<file path="src/common/video_pkg.sv">
// video pixel definitions
package video_pkg;

    localparam int BYTE_W = 8;  // one camera byte
    localparam int PIX_W  = 16; // packed rgb565 word
    localparam int CH_W   = 8;  // rgb888 output channel

    localparam int R_W = 5; // 565 red field
    localparam int G_W = 6; // 565 green field
    localparam int B_W = 5; // 565 blue field

    // rgb565 pixel, red in the top bits
    typedef struct packed {
        logic [R_W-1:0] r;
        logic [G_W-1:0] g;
        logic [B_W-1:0] b;
    } pixel_t;

    localparam int FIFO_DEPTH = 16; // entries per fusion fifo
    localparam int FIFO_AW    = 4;  // log2 of depth

endpackage

</file>
<file path="src/common/ctrl_pkg.sv">
// control register definitions
package ctrl_pkg;

    localparam int ADDR_W = 4;  // axi4-lite address bits
    localparam int DATA_W = 32; // axi4-lite data bits

    localparam logic [ADDR_W-1:0] REG_MODE   = 4'h0; // output source select
    localparam logic [ADDR_W-1:0] REG_STATUS = 4'h4; // frame count and overflow

    // output source, value 3 is illegal
    typedef enum logic [1:0] {
        MODE_CAM1 = 2'd0,
        MODE_CAM2 = 2'd1,
        MODE_FUSE = 2'd2
    } mode_t;

    localparam logic [1:0] RESP_OKAY   = 2'b00;
    localparam logic [1:0] RESP_SLVERR = 2'b10;

    localparam int STAT_OVF_BIT   = 0; // sticky fusion overflow
    localparam int STAT_FRAME_LSB = 8; // 8-bit frame count starts here

endpackage

</file>
<file path="src/capture/byte_packer.sv">
// camera byte pair packer
module byte_packer import video_pkg::*; (
    input  logic              core_clk,
    input  logic              rst_i,
    input  logic [BYTE_W-1:0] data_i,
    input  logic              href_i,
    input  logic              vsync_i,
    output pixel_t            pix_o,
    output logic              pix_valid_o,
    output logic              vsync_o
);

    logic [BYTE_W-1:0] data_q; // input stage
    logic              href_q;
    logic              vsync_q;
    logic              phase_q; // 0 waits for high byte
    logic [BYTE_W-1:0] hi_q;    // held high byte
    logic [PIX_W-1:0]  raw_w;

    assign raw_w = {hi_q, data_q}; // high byte came first

    always_ff @(posedge core_clk) begin
        if (rst_i) begin
            href_q      <= 1'b0;
            vsync_q     <= 1'b0;
            vsync_o     <= 1'b0;
            phase_q     <= 1'b0;
            pix_valid_o <= 1'b0;
        end else begin
            href_q  <= href_i;
            vsync_q <= vsync_i;
            vsync_o <= vsync_q; // 2 cycles behind the port, like the pixels
            if (!href_q || vsync_q) begin
                phase_q <= 1'b0; // resync to the high byte
            end else begin
                phase_q <= ~phase_q;
            end
            pix_valid_o <= href_q && !vsync_q && phase_q; // low byte in stage
        end
    end

    always_ff @(posedge core_clk) begin
        data_q <= data_i;
        if (href_q && !phase_q) begin
            hi_q <= data_q;
        end
        if (href_q && phase_q) begin
            // red and blue swap places
            pix_o.r <= raw_w[R_W-1:0];
            pix_o.g <= raw_w[R_W +: G_W];
            pix_o.b <= raw_w[PIX_W-1 -: B_W];
        end
    end

endmodule

</file>
<file path="src/fusion/pixel_fifo.sv">
// pixel fifo with flush
module pixel_fifo import video_pkg::*; (
    input  logic   core_clk,
    input  logic   rst_i,
    input  logic   flush_i,
    input  logic   push_i,
    input  pixel_t push_data_i,
    input  logic   pop_i,
    output pixel_t pop_data_o,
    output logic   empty_o,
    output logic   full_o,
    output logic   ovf_o
);

    pixel_t             mem_q [FIFO_DEPTH];
    logic [FIFO_AW-1:0] wr_ptr_q;
    logic [FIFO_AW-1:0] rd_ptr_q;
    logic [FIFO_AW:0]   count_q; // one extra bit for full
    logic               do_push;
    logic               do_pop;

    assign empty_o    = (count_q == '0);
    assign full_o     = (count_q == (FIFO_AW+1)'(FIFO_DEPTH));
    assign do_push    = push_i && !full_o && !flush_i;
    assign do_pop     = pop_i && !empty_o && !flush_i;
    assign pop_data_o = mem_q[rd_ptr_q]; // head is always visible

    always_ff @(posedge core_clk) begin
        if (do_push) begin
            mem_q[wr_ptr_q] <= push_data_i;
        end
    end

    always_ff @(posedge core_clk) begin
        if (rst_i || flush_i) begin
            wr_ptr_q <= '0;
            rd_ptr_q <= '0;
            count_q  <= '0;
            ovf_o    <= 1'b0;
        end else begin
            ovf_o <= push_i && full_o; // dropped pixel
            if (do_push) begin
                wr_ptr_q <= wr_ptr_q + 1'b1; // wraps at depth
            end
            if (do_pop) begin
                rd_ptr_q <= rd_ptr_q + 1'b1;
            end
            case ({do_push, do_pop})
                2'b10:   count_q <= count_q + 1'b1;
                2'b01:   count_q <= count_q - 1'b1;
                default: count_q <= count_q; // none or both
            endcase
        end
    end

endmodule

</file>
<file path="src/fusion/pixel_fuse.sv">
// two-camera pixel averaging
module pixel_fuse import video_pkg::*; (
    input  logic   core_clk,
    input  logic   rst_i,
    input  logic   frame_i,
    input  pixel_t cam1_pix_i,
    input  logic   cam1_valid_i,
    input  pixel_t cam2_pix_i,
    input  logic   cam2_valid_i,
    output pixel_t fuse_pix_o,
    output logic   fuse_valid_o,
    output logic   ovf_o
);

    logic         frame_q;
    logic         flush_w; // frame start
    logic         pop_w;
    pixel_t       head1_w;
    pixel_t       head2_w;
    logic         empty1_w, empty2_w;
    logic         ovf1_w, ovf2_w;
    logic [R_W:0] r_sum_w; // one carry bit each
    logic [G_W:0] g_sum_w;
    logic [B_W:0] b_sum_w;

    assign flush_w = frame_i && !frame_q;
    assign pop_w   = !empty1_w && !empty2_w; // a pair is ready
    assign ovf_o   = ovf1_w || ovf2_w;

    pixel_fifo u_fifo1 (
        .core_clk    (core_clk),
        .rst_i       (rst_i),
        .flush_i     (flush_w),
        .push_i      (cam1_valid_i),
        .push_data_i (cam1_pix_i),
        .pop_i       (pop_w),
        .pop_data_o  (head1_w),
        .empty_o     (empty1_w),
        .full_o      (),
        .ovf_o       (ovf1_w)
    );

    pixel_fifo u_fifo2 (
        .core_clk    (core_clk),
        .rst_i       (rst_i),
        .flush_i     (flush_w),
        .push_i      (cam2_valid_i),
        .push_data_i (cam2_pix_i),
        .pop_i       (pop_w), // pops with fifo 1
        .pop_data_o  (head2_w),
        .empty_o     (empty2_w),
        .full_o      (),
        .ovf_o       (ovf2_w)
    );

    assign r_sum_w = head1_w.r + head2_w.r;
    assign g_sum_w = head1_w.g + head2_w.g;
    assign b_sum_w = head1_w.b + head2_w.b;

    always_ff @(posedge core_clk) begin
        if (rst_i) begin
            frame_q      <= 1'b0;
            fuse_valid_o <= 1'b0;
        end else begin
            frame_q      <= frame_i;
            fuse_valid_o <= pop_w && !flush_w;
        end
    end

    always_ff @(posedge core_clk) begin
        fuse_pix_o.r <= r_sum_w[R_W:1]; // floor average
        fuse_pix_o.g <= g_sum_w[G_W:1];
        fuse_pix_o.b <= b_sum_w[B_W:1];
    end

endmodule

</file>
<file path="src/logic/ctrl_regs.sv">
// axi4-lite control registers
module ctrl_regs import ctrl_pkg::*; (
    input  logic              core_clk,
    input  logic              rst_i,
    input  logic [ADDR_W-1:0] s_awaddr_i,
    input  logic              s_awvalid_i,
    output logic              s_awready_o,
    input  logic [DATA_W-1:0] s_wdata_i,
    input  logic              s_wvalid_i,
    output logic              s_wready_o,
    output logic [1:0]        s_bresp_o,
    output logic              s_bvalid_o,
    input  logic              s_bready_i,
    input  logic [ADDR_W-1:0] s_araddr_i,
    input  logic              s_arvalid_i,
    output logic              s_arready_o,
    output logic [DATA_W-1:0] s_rdata_o,
    output logic [1:0]        s_rresp_o,
    output logic              s_rvalid_o,
    input  logic              s_rready_i,
    input  logic              frame_start_i,
    input  logic              ovf_i,
    output mode_t             mode_o
);

    logic              wr_acc_w; // write address and data taken
    logic              rd_acc_w;
    logic              wr_raise_w;
    logic              mode_ok_w;
    logic              clr_ovf_w;
    logic [7:0]        frame_cnt_q;
    logic              ovf_q; // sticky
    logic [DATA_W-1:0] status_w;

    assign wr_acc_w   = s_awready_o && s_awvalid_i && s_wvalid_i;
    assign rd_acc_w   = s_arready_o && s_arvalid_i;
    assign wr_raise_w = s_awvalid_i && s_wvalid_i && !s_bvalid_o && !s_awready_o;
    assign mode_ok_w  = (s_wdata_i <= DATA_W'(MODE_FUSE)); // 3 and up rejected
    assign clr_ovf_w  = wr_acc_w && (s_awaddr_i == REG_STATUS);

    always_comb begin
        status_w                       = '0;
        status_w[STAT_OVF_BIT]         = ovf_q;
        status_w[STAT_FRAME_LSB +: 8]  = frame_cnt_q;
    end

    // write channel
    always_ff @(posedge core_clk) begin
        if (rst_i) begin
            s_awready_o <= 1'b0;
            s_wready_o  <= 1'b0;
            s_bvalid_o  <= 1'b0;
            s_bresp_o   <= RESP_OKAY;
            mode_o      <= MODE_CAM1;
        end else if (wr_acc_w) begin
            s_awready_o <= 1'b0; // single-cycle ready
            s_wready_o  <= 1'b0;
            s_bvalid_o  <= 1'b1;
            if (s_awaddr_i == REG_MODE && mode_ok_w) begin
                mode_o    <= mode_t'(s_wdata_i[1:0]);
                s_bresp_o <= RESP_OKAY;
            end else if (s_awaddr_i == REG_STATUS) begin
                s_bresp_o <= RESP_OKAY; // clears overflow below
            end else begin
                s_bresp_o <= RESP_SLVERR; // bad mode or unmapped
            end
        end else begin
            s_awready_o <= wr_raise_w;
            s_wready_o  <= wr_raise_w;
            if (s_bvalid_o && s_bready_i) begin
                s_bvalid_o <= 1'b0;
            end
        end
    end

    // read channel
    always_ff @(posedge core_clk) begin
        if (rst_i) begin
            s_arready_o <= 1'b0;
            s_rvalid_o  <= 1'b0;
        end else if (rd_acc_w) begin
            s_arready_o <= 1'b0;
            s_rvalid_o  <= 1'b1;
        end else if (s_rvalid_o && s_rready_i) begin
            s_rvalid_o  <= 1'b0;
            s_arready_o <= 1'b1;
        end else if (!s_rvalid_o) begin
            s_arready_o <= 1'b1;
        end
    end

    always_ff @(posedge core_clk) begin
        if (rd_acc_w) begin
            case (s_araddr_i)
                REG_MODE: begin
                    s_rdata_o <= DATA_W'(mode_o);
                    s_rresp_o <= RESP_OKAY;
                end
                REG_STATUS: begin
                    s_rdata_o <= status_w;
                    s_rresp_o <= RESP_OKAY;
                end
                default: begin
                    s_rdata_o <= '0;
                    s_rresp_o <= RESP_SLVERR;
                end
            endcase
        end
    end

    always_ff @(posedge core_clk) begin
        if (rst_i) begin
            frame_cnt_q <= '0;
            ovf_q       <= 1'b0;
        end else begin
            if (frame_start_i) begin
                frame_cnt_q <= frame_cnt_q + 1'b1; // wraps at 256
            end
            if (ovf_i) begin
                ovf_q <= 1'b1; // a new overflow wins over clear
            end else if (clr_ovf_w) begin
                ovf_q <= 1'b0;
            end
        end
    end

endmodule

</file>
<file path="src/logic/stream_select.sv">
// output stream selector
module stream_select import video_pkg::*, ctrl_pkg::*; (
    input  logic            core_clk,
    input  logic            rst_i,
    input  mode_t           mode_i,
    input  pixel_t          cam1_pix_i,
    input  logic            cam1_valid_i,
    input  logic            cam1_vs_i,
    input  pixel_t          cam2_pix_i,
    input  logic            cam2_valid_i,
    input  logic            cam2_vs_i,
    input  pixel_t          fuse_pix_i,
    input  logic            fuse_valid_i,
    output logic [CH_W-1:0] out_r_o,
    output logic [CH_W-1:0] out_g_o,
    output logic [CH_W-1:0] out_b_o,
    output logic            out_de_o,
    output logic            out_vs_o,
    output logic            frame_start_o
);

    mode_t  mode_q; // held for the whole frame
    logic   vs1_q;
    pixel_t sel_pix_w;
    logic   sel_valid_w;
    logic   sel_vs_w;

    assign frame_start_o = cam1_vs_i && !vs1_q; // cam1 vsync rise

    always_comb begin
        case (mode_q)
            MODE_CAM2: begin
                sel_pix_w   = cam2_pix_i;
                sel_valid_w = cam2_valid_i;
                sel_vs_w    = cam2_vs_i;
            end
            MODE_FUSE: begin
                sel_pix_w   = fuse_pix_i;
                sel_valid_w = fuse_valid_i;
                sel_vs_w    = cam1_vs_i; // fusion frames follow cam1
            end
            default: begin
                sel_pix_w   = cam1_pix_i;
                sel_valid_w = cam1_valid_i;
                sel_vs_w    = cam1_vs_i;
            end
        endcase
    end

    always_ff @(posedge core_clk) begin
        if (rst_i) begin
            mode_q   <= MODE_CAM1;
            vs1_q    <= 1'b0;
            out_de_o <= 1'b0;
            out_vs_o <= 1'b0;
        end else begin
            vs1_q    <= cam1_vs_i;
            out_de_o <= sel_valid_w;
            out_vs_o <= sel_vs_w;
            if (frame_start_o) begin
                mode_q <= mode_i;
            end
        end
    end

    always_ff @(posedge core_clk) begin
        out_r_o <= {sel_pix_w.r, {(CH_W-R_W){1'b0}}}; // zero low bits
        out_g_o <= {sel_pix_w.g, {(CH_W-G_W){1'b0}}};
        out_b_o <= {sel_pix_w.b, {(CH_W-B_W){1'b0}}};
    end

endmodule

</file>
<file path="src/logic/video_mux_top.sv">
// dual camera video mux top
module video_mux_top import video_pkg::*, ctrl_pkg::*; (
    input  logic              core_clk,
    input  logic              rst_i,
    input  logic [BYTE_W-1:0] cam1_data_i,
    input  logic              cam1_href_i,
    input  logic              cam1_vsync_i,
    input  logic [BYTE_W-1:0] cam2_data_i,
    input  logic              cam2_href_i,
    input  logic              cam2_vsync_i,
    input  logic [ADDR_W-1:0] s_awaddr_i,
    input  logic              s_awvalid_i,
    output logic              s_awready_o,
    input  logic [DATA_W-1:0] s_wdata_i,
    input  logic              s_wvalid_i,
    output logic              s_wready_o,
    output logic [1:0]        s_bresp_o,
    output logic              s_bvalid_o,
    input  logic              s_bready_i,
    input  logic [ADDR_W-1:0] s_araddr_i,
    input  logic              s_arvalid_i,
    output logic              s_arready_o,
    output logic [DATA_W-1:0] s_rdata_o,
    output logic [1:0]        s_rresp_o,
    output logic              s_rvalid_o,
    input  logic              s_rready_i,
    output logic [CH_W-1:0]   out_r_o,
    output logic [CH_W-1:0]   out_g_o,
    output logic [CH_W-1:0]   out_b_o,
    output logic              out_de_o,
    output logic              out_vs_o
);

    pixel_t cam1_pix, cam2_pix, fuse_pix;
    logic   cam1_valid, cam2_valid, fuse_valid;
    logic   cam1_vs, cam2_vs; // aligned with the pixels
    logic   fuse_ovf;
    logic   frame_start;
    mode_t  mode;

    byte_packer u_pack1 (
        .core_clk (core_clk), .rst_i (rst_i), .data_i (cam1_data_i),
        .href_i (cam1_href_i), .vsync_i (cam1_vsync_i),
        .pix_o (cam1_pix), .pix_valid_o (cam1_valid), .vsync_o (cam1_vs)
    );

    byte_packer u_pack2 (
        .core_clk (core_clk), .rst_i (rst_i), .data_i (cam2_data_i),
        .href_i (cam2_href_i), .vsync_i (cam2_vsync_i),
        .pix_o (cam2_pix), .pix_valid_o (cam2_valid), .vsync_o (cam2_vs)
    );

    pixel_fuse u_fuse (
        .core_clk (core_clk), .rst_i (rst_i), .frame_i (cam1_vs),
        .cam1_pix_i (cam1_pix), .cam1_valid_i (cam1_valid),
        .cam2_pix_i (cam2_pix), .cam2_valid_i (cam2_valid),
        .fuse_pix_o (fuse_pix), .fuse_valid_o (fuse_valid), .ovf_o (fuse_ovf)
    );

    stream_select u_select (
        .core_clk (core_clk), .rst_i (rst_i), .mode_i (mode),
        .cam1_pix_i (cam1_pix), .cam1_valid_i (cam1_valid), .cam1_vs_i (cam1_vs),
        .cam2_pix_i (cam2_pix), .cam2_valid_i (cam2_valid), .cam2_vs_i (cam2_vs),
        .fuse_pix_i (fuse_pix), .fuse_valid_i (fuse_valid),
        .out_r_o (out_r_o), .out_g_o (out_g_o), .out_b_o (out_b_o),
        .out_de_o (out_de_o), .out_vs_o (out_vs_o), .frame_start_o (frame_start)
    );

    ctrl_regs u_regs (
        .core_clk (core_clk), .rst_i (rst_i),
        .s_awaddr_i (s_awaddr_i), .s_awvalid_i (s_awvalid_i), .s_awready_o (s_awready_o),
        .s_wdata_i (s_wdata_i), .s_wvalid_i (s_wvalid_i), .s_wready_o (s_wready_o),
        .s_bresp_o (s_bresp_o), .s_bvalid_o (s_bvalid_o), .s_bready_i (s_bready_i),
        .s_araddr_i (s_araddr_i), .s_arvalid_i (s_arvalid_i), .s_arready_o (s_arready_o),
        .s_rdata_o (s_rdata_o), .s_rresp_o (s_rresp_o), .s_rvalid_o (s_rvalid_o),
        .s_rready_i (s_rready_i), .frame_start_i (frame_start), .ovf_i (fuse_ovf),
        .mode_o (mode)
    );

endmodule

</file>
<file path="config.mk">
export PLATFORM = sky130hd
export DESIGN_NAME = video_mux_top
export DESIGN_NICKNAME = d
export VERILOG_FILES = /design/src/common/video_pkg.sv /design/src/common/ctrl_pkg.sv /design/src/capture/byte_packer.sv /design/src/fusion/pixel_fifo.sv /design/src/fusion/pixel_fuse.sv /design/src/logic/ctrl_regs.sv /design/src/logic/stream_select.sv /design/src/logic/video_mux_top.sv
export SDC_FILE = /design/constraint.sdc
export NUM_CORES = 1
export LEC_CHECK = 0
export BUFFER_PORTS_ARGS = -buffer_cell sky130_fd_sc_hd__buf_2
export CAP_MARGIN = 20
export CORE_MARGIN = 4
export CORE_UTILIZATION = 40
export DETAILED_ROUTE_END_ITERATION = 10
export PLACE_DENSITY_LB_ADDON = 0.3
export SKIP_CTS_REPAIR_TIMING = 1
export SYNTH_ARGS = -nofsm -noshare
export SYNTH_HDL_FRONTEND = slang
export SYNTH_SLANG_ARGS = --single-unit
</file>
<file path="constraint.sdc">
create_clock -name core_clk -period 4.61 [get_ports core_clk]
set_clock_uncertainty 0.1 [all_clocks]
set_input_delay 0.922 -clock core_clk [delete_from_list [all_inputs] [get_ports core_clk]]
set_output_delay 0.922 -clock core_clk [all_outputs]
set_load 0.005 [all_outputs]
</file>
==> metrics.txt <==
worst IR drop on VDD about 290 uV; Worst setup SP type register; Clock transition at path regs about 60 ps; Hold Fails Final Rpt 0; placed cell areas 27800 sq um; Antenna Nets Post-Route 0; Clk pwr share 45.8%; status complete, no violations; final period demand of the worst path about 3500 ps; area growth from synthesis to layout 15.1%; Final GP Congestion a little under 0.8; overall power roughly 13 mW; routed length per instance between 20 and 25 microns; Synth top area share between 60% and 70%; Cell variety after synth 56; number of flops mapped to enable cells by yosys about 570; Slew HR around 29%; setup slack at placement 1080 ps; Clk Latency, worst-skew pair 600 ps; PnR worst setup slack between 1000 and 1500 ps; fmax around 0.28 GHz; min-delay worst type reg2reg; Num Clock Sinks ~690; gr usage total 16.4%; n_diodes 0; first-pass GRT wire length ~85000 microns; unrepaired setup endpoints after global routing no; Mapped Cells between 1000 and 1500; placed insts roughly 2300; Setup TNS Final 0 ps; fin crit share ~76%; ys flop type edfxtp_1; mapped cell area 26200 sq um; post-synthesis register bit count roughly 700; DR DRC count 0; Inserted Clock Buffers between 70 and 80; Avg Cell Area, Syn approximately 19 sq um; clock tree buffer depth 3; top post-synthesis cells by area edfxtp_1, mux4_2, dfxtp_1; core area about 65000 sq um; Layout Nets approximately 1600; gr ovfl total 0; die extent in y ~260 microns; vias per cell 5.32; vias in the first global route roughly 13000; Leak just under 10 nW; CTS tree built; largest net degree at the start of global routing 39; # rows 93; DR pass1 iterations 7; CP Capture Type register; Seq/Total Area, Yosys around 74%; Hold WS between 300 and 400 ps; Slew @ Worst Pin about 1100 ps; commonest non-fill, non-tap cell in the layout edfxtp_1; Max-Cap Viols 0; pwr/cell area between 400 and 500 nW/um^2; Setup violations, final 0; WP data required ~5000 ps; total length of routed wires ~57000 microns; post-synthesis async set-or-reset flop share 0%; Final Slew Violations 0; post-route cell area 30200 sq um; Psw roughly 2.4 mW; Switching Share about a fifth; Logic pwr share 0.7%; number of H-tree levels 3; Worst Path Arrival slightly below 4000 ps; starting density of the core 40.5%; critical path type reg2reg; final core occ around 47%; initial antenna violation count 0; most frequent cells in the layout edfxtp_1, mux4_2, dfxtp_1, buf_2, nor2_1; die area between 60000 and 70000 sq um; Ports ~130; port bufs between 100 and 150; Int Pwr 10.1 mW; non-filler cells, final about 2400; Die W between 200 and 300 microns; CP Max Fanout 30; Yosys warnings 0; root buf cell clkbuf_16; DR iter-0 viols 1171; sequential power share between 50% and 60%; layout cell share with drive strength beyond 1 a little over a quarter; area leader, netlist edfxtp_1; DR vias 12900; dpl hpwl roughly 34000 microns
==> Yosys cell counts (all sizes together) (3+ instances only) <==
| cell type | instances |
|---|---|
| mux2i | 17 |
| and2 | 12 |
| nor4 | 12 |
| a21o | 6 |
| nand2 | 49 |
| xnor2 | 15 |
| fa | 3 |
| o21ai | 27 |
| mux4 | 158 |
| xor2 | 22 |
| dfxtp | 116 |
| a22oi | 17 |
| edfxtp | 571 |
| or3 | 6 |
| inv | 16 |
| buf | 56 |
| nor3 | 15 |
| nor2 | 83 |
| a21oi | 16 |
| nand3 | 4 |
| a31oi | 6 |
| nand4 | 8 |
| nor2b | 14 |
| clkbuf | 40 |
| nor3b | 5 |
| nand2b | 9 |
| ha | 30 |
==> logic make-up after synthesis <==
logic type	Yosys count	share of synthesized area, %
other cells	1	0.0143
xor+xnor	37	1.24
buf+inv	112	2.26
fa+ha+maj	33	1.66
compound gates	85	2.10
simple gates	224	4.09
mux	176	14.4
flops	687	74.3
==> metal layers <==
| layer | track usage [%] | part of all wire (%) |
|---|---|---|
| met5 | 0 | 0 |
| met4 | 4.73 | 2.1 |
| met2 | 25.7 | 47 |
| met1 | 23.8 | 45 |
| met3 | 2.90 | 5.9 |
==> critical path, cell delays in order, from the launching register on <==
cell	delay, ps
dfxtp_2	870
buf_12	260
buf_4	300
mux4_2	350
mux4_2	500
ha_1	410
nand2_1	110
nor2_2	40
a211oi_2	260
o21ai_0	130
==> area by class of cell <==
type                    count  area, sq um
clock buffers             103         2030
repair buffers            149          878
flip-flops and latches    687        19500
well taps                 855         1070
clock inverters            32          334
multi-input cells         587         6310
fillers                  5458        34500
inverters                  16         60.1
==> path summary, 6_finish.rpt <==
path | cells after the start | startpoint | slack (ps) | to
max | 9 | register | 1100 | u_fuse.fuse_pix_o[4]
min | 0 | u_pack1.hi_q[2] | 320 | u_pack1.pix_o[10]
max reg2reg | 9 | register | 1100 | u_fuse.fuse_pix_o[4]
min reg2reg | 0 | u_pack1.hi_q[2] | 320 | u_pack1.pix_o[10]
==> power groups by stage <==
| stage | combinational, mW | clock [mW] | sequential, mW |
|---|---|---|---|
| after floorplan | 0.0590 | 0 | 6.82 |
| after global placement | 0.0884 | 0 | 6.83 |
| after detailed placement | 0.0896 | 0 | 6.83 |
| after CTS | 0.0899 | 5.88 | 6.70 |
| after global routing | 0.100 | 6.16 | 6.70 |
| final | 0.0888 | 5.74 | 6.70 |
==> state kept, by name, indices dropped and copies added, names as in the netlist, 2 cells and up, named ones only <==
name / count
u_pack2.data_q: 8
u_regs.s_rdata_o: 10
u_fuse.u_fifo1.mem_q: 256
u_pack1.pix_o: 16
u_pack2.pix_o: 16
u_pack2.hi_q: 8
u_fuse.u_fifo1.wr_ptr_q: 4
u_fuse.u_fifo2.count_q: 5
u_pack1.data_q: 8
u_fuse.u_fifo1.count_q: 5
u_select.out_g_o: 6
u_fuse.fuse_pix_o: 16
u_select.out_r_o: 5
u_regs.frame_cnt_q: 8
u_regs.mode_o: 2
u_fuse.u_fifo2.rd_ptr_q: 4
u_pack1.hi_q: 8
u_select.mode_q: 2
u_fuse.u_fifo2.wr_ptr_q: 4
u_fuse.u_fifo1.rd_ptr_q: 4
u_select.out_b_o: 5
u_fuse.u_fifo2.mem_q: 256
Power figures use the tool's default switching activity.
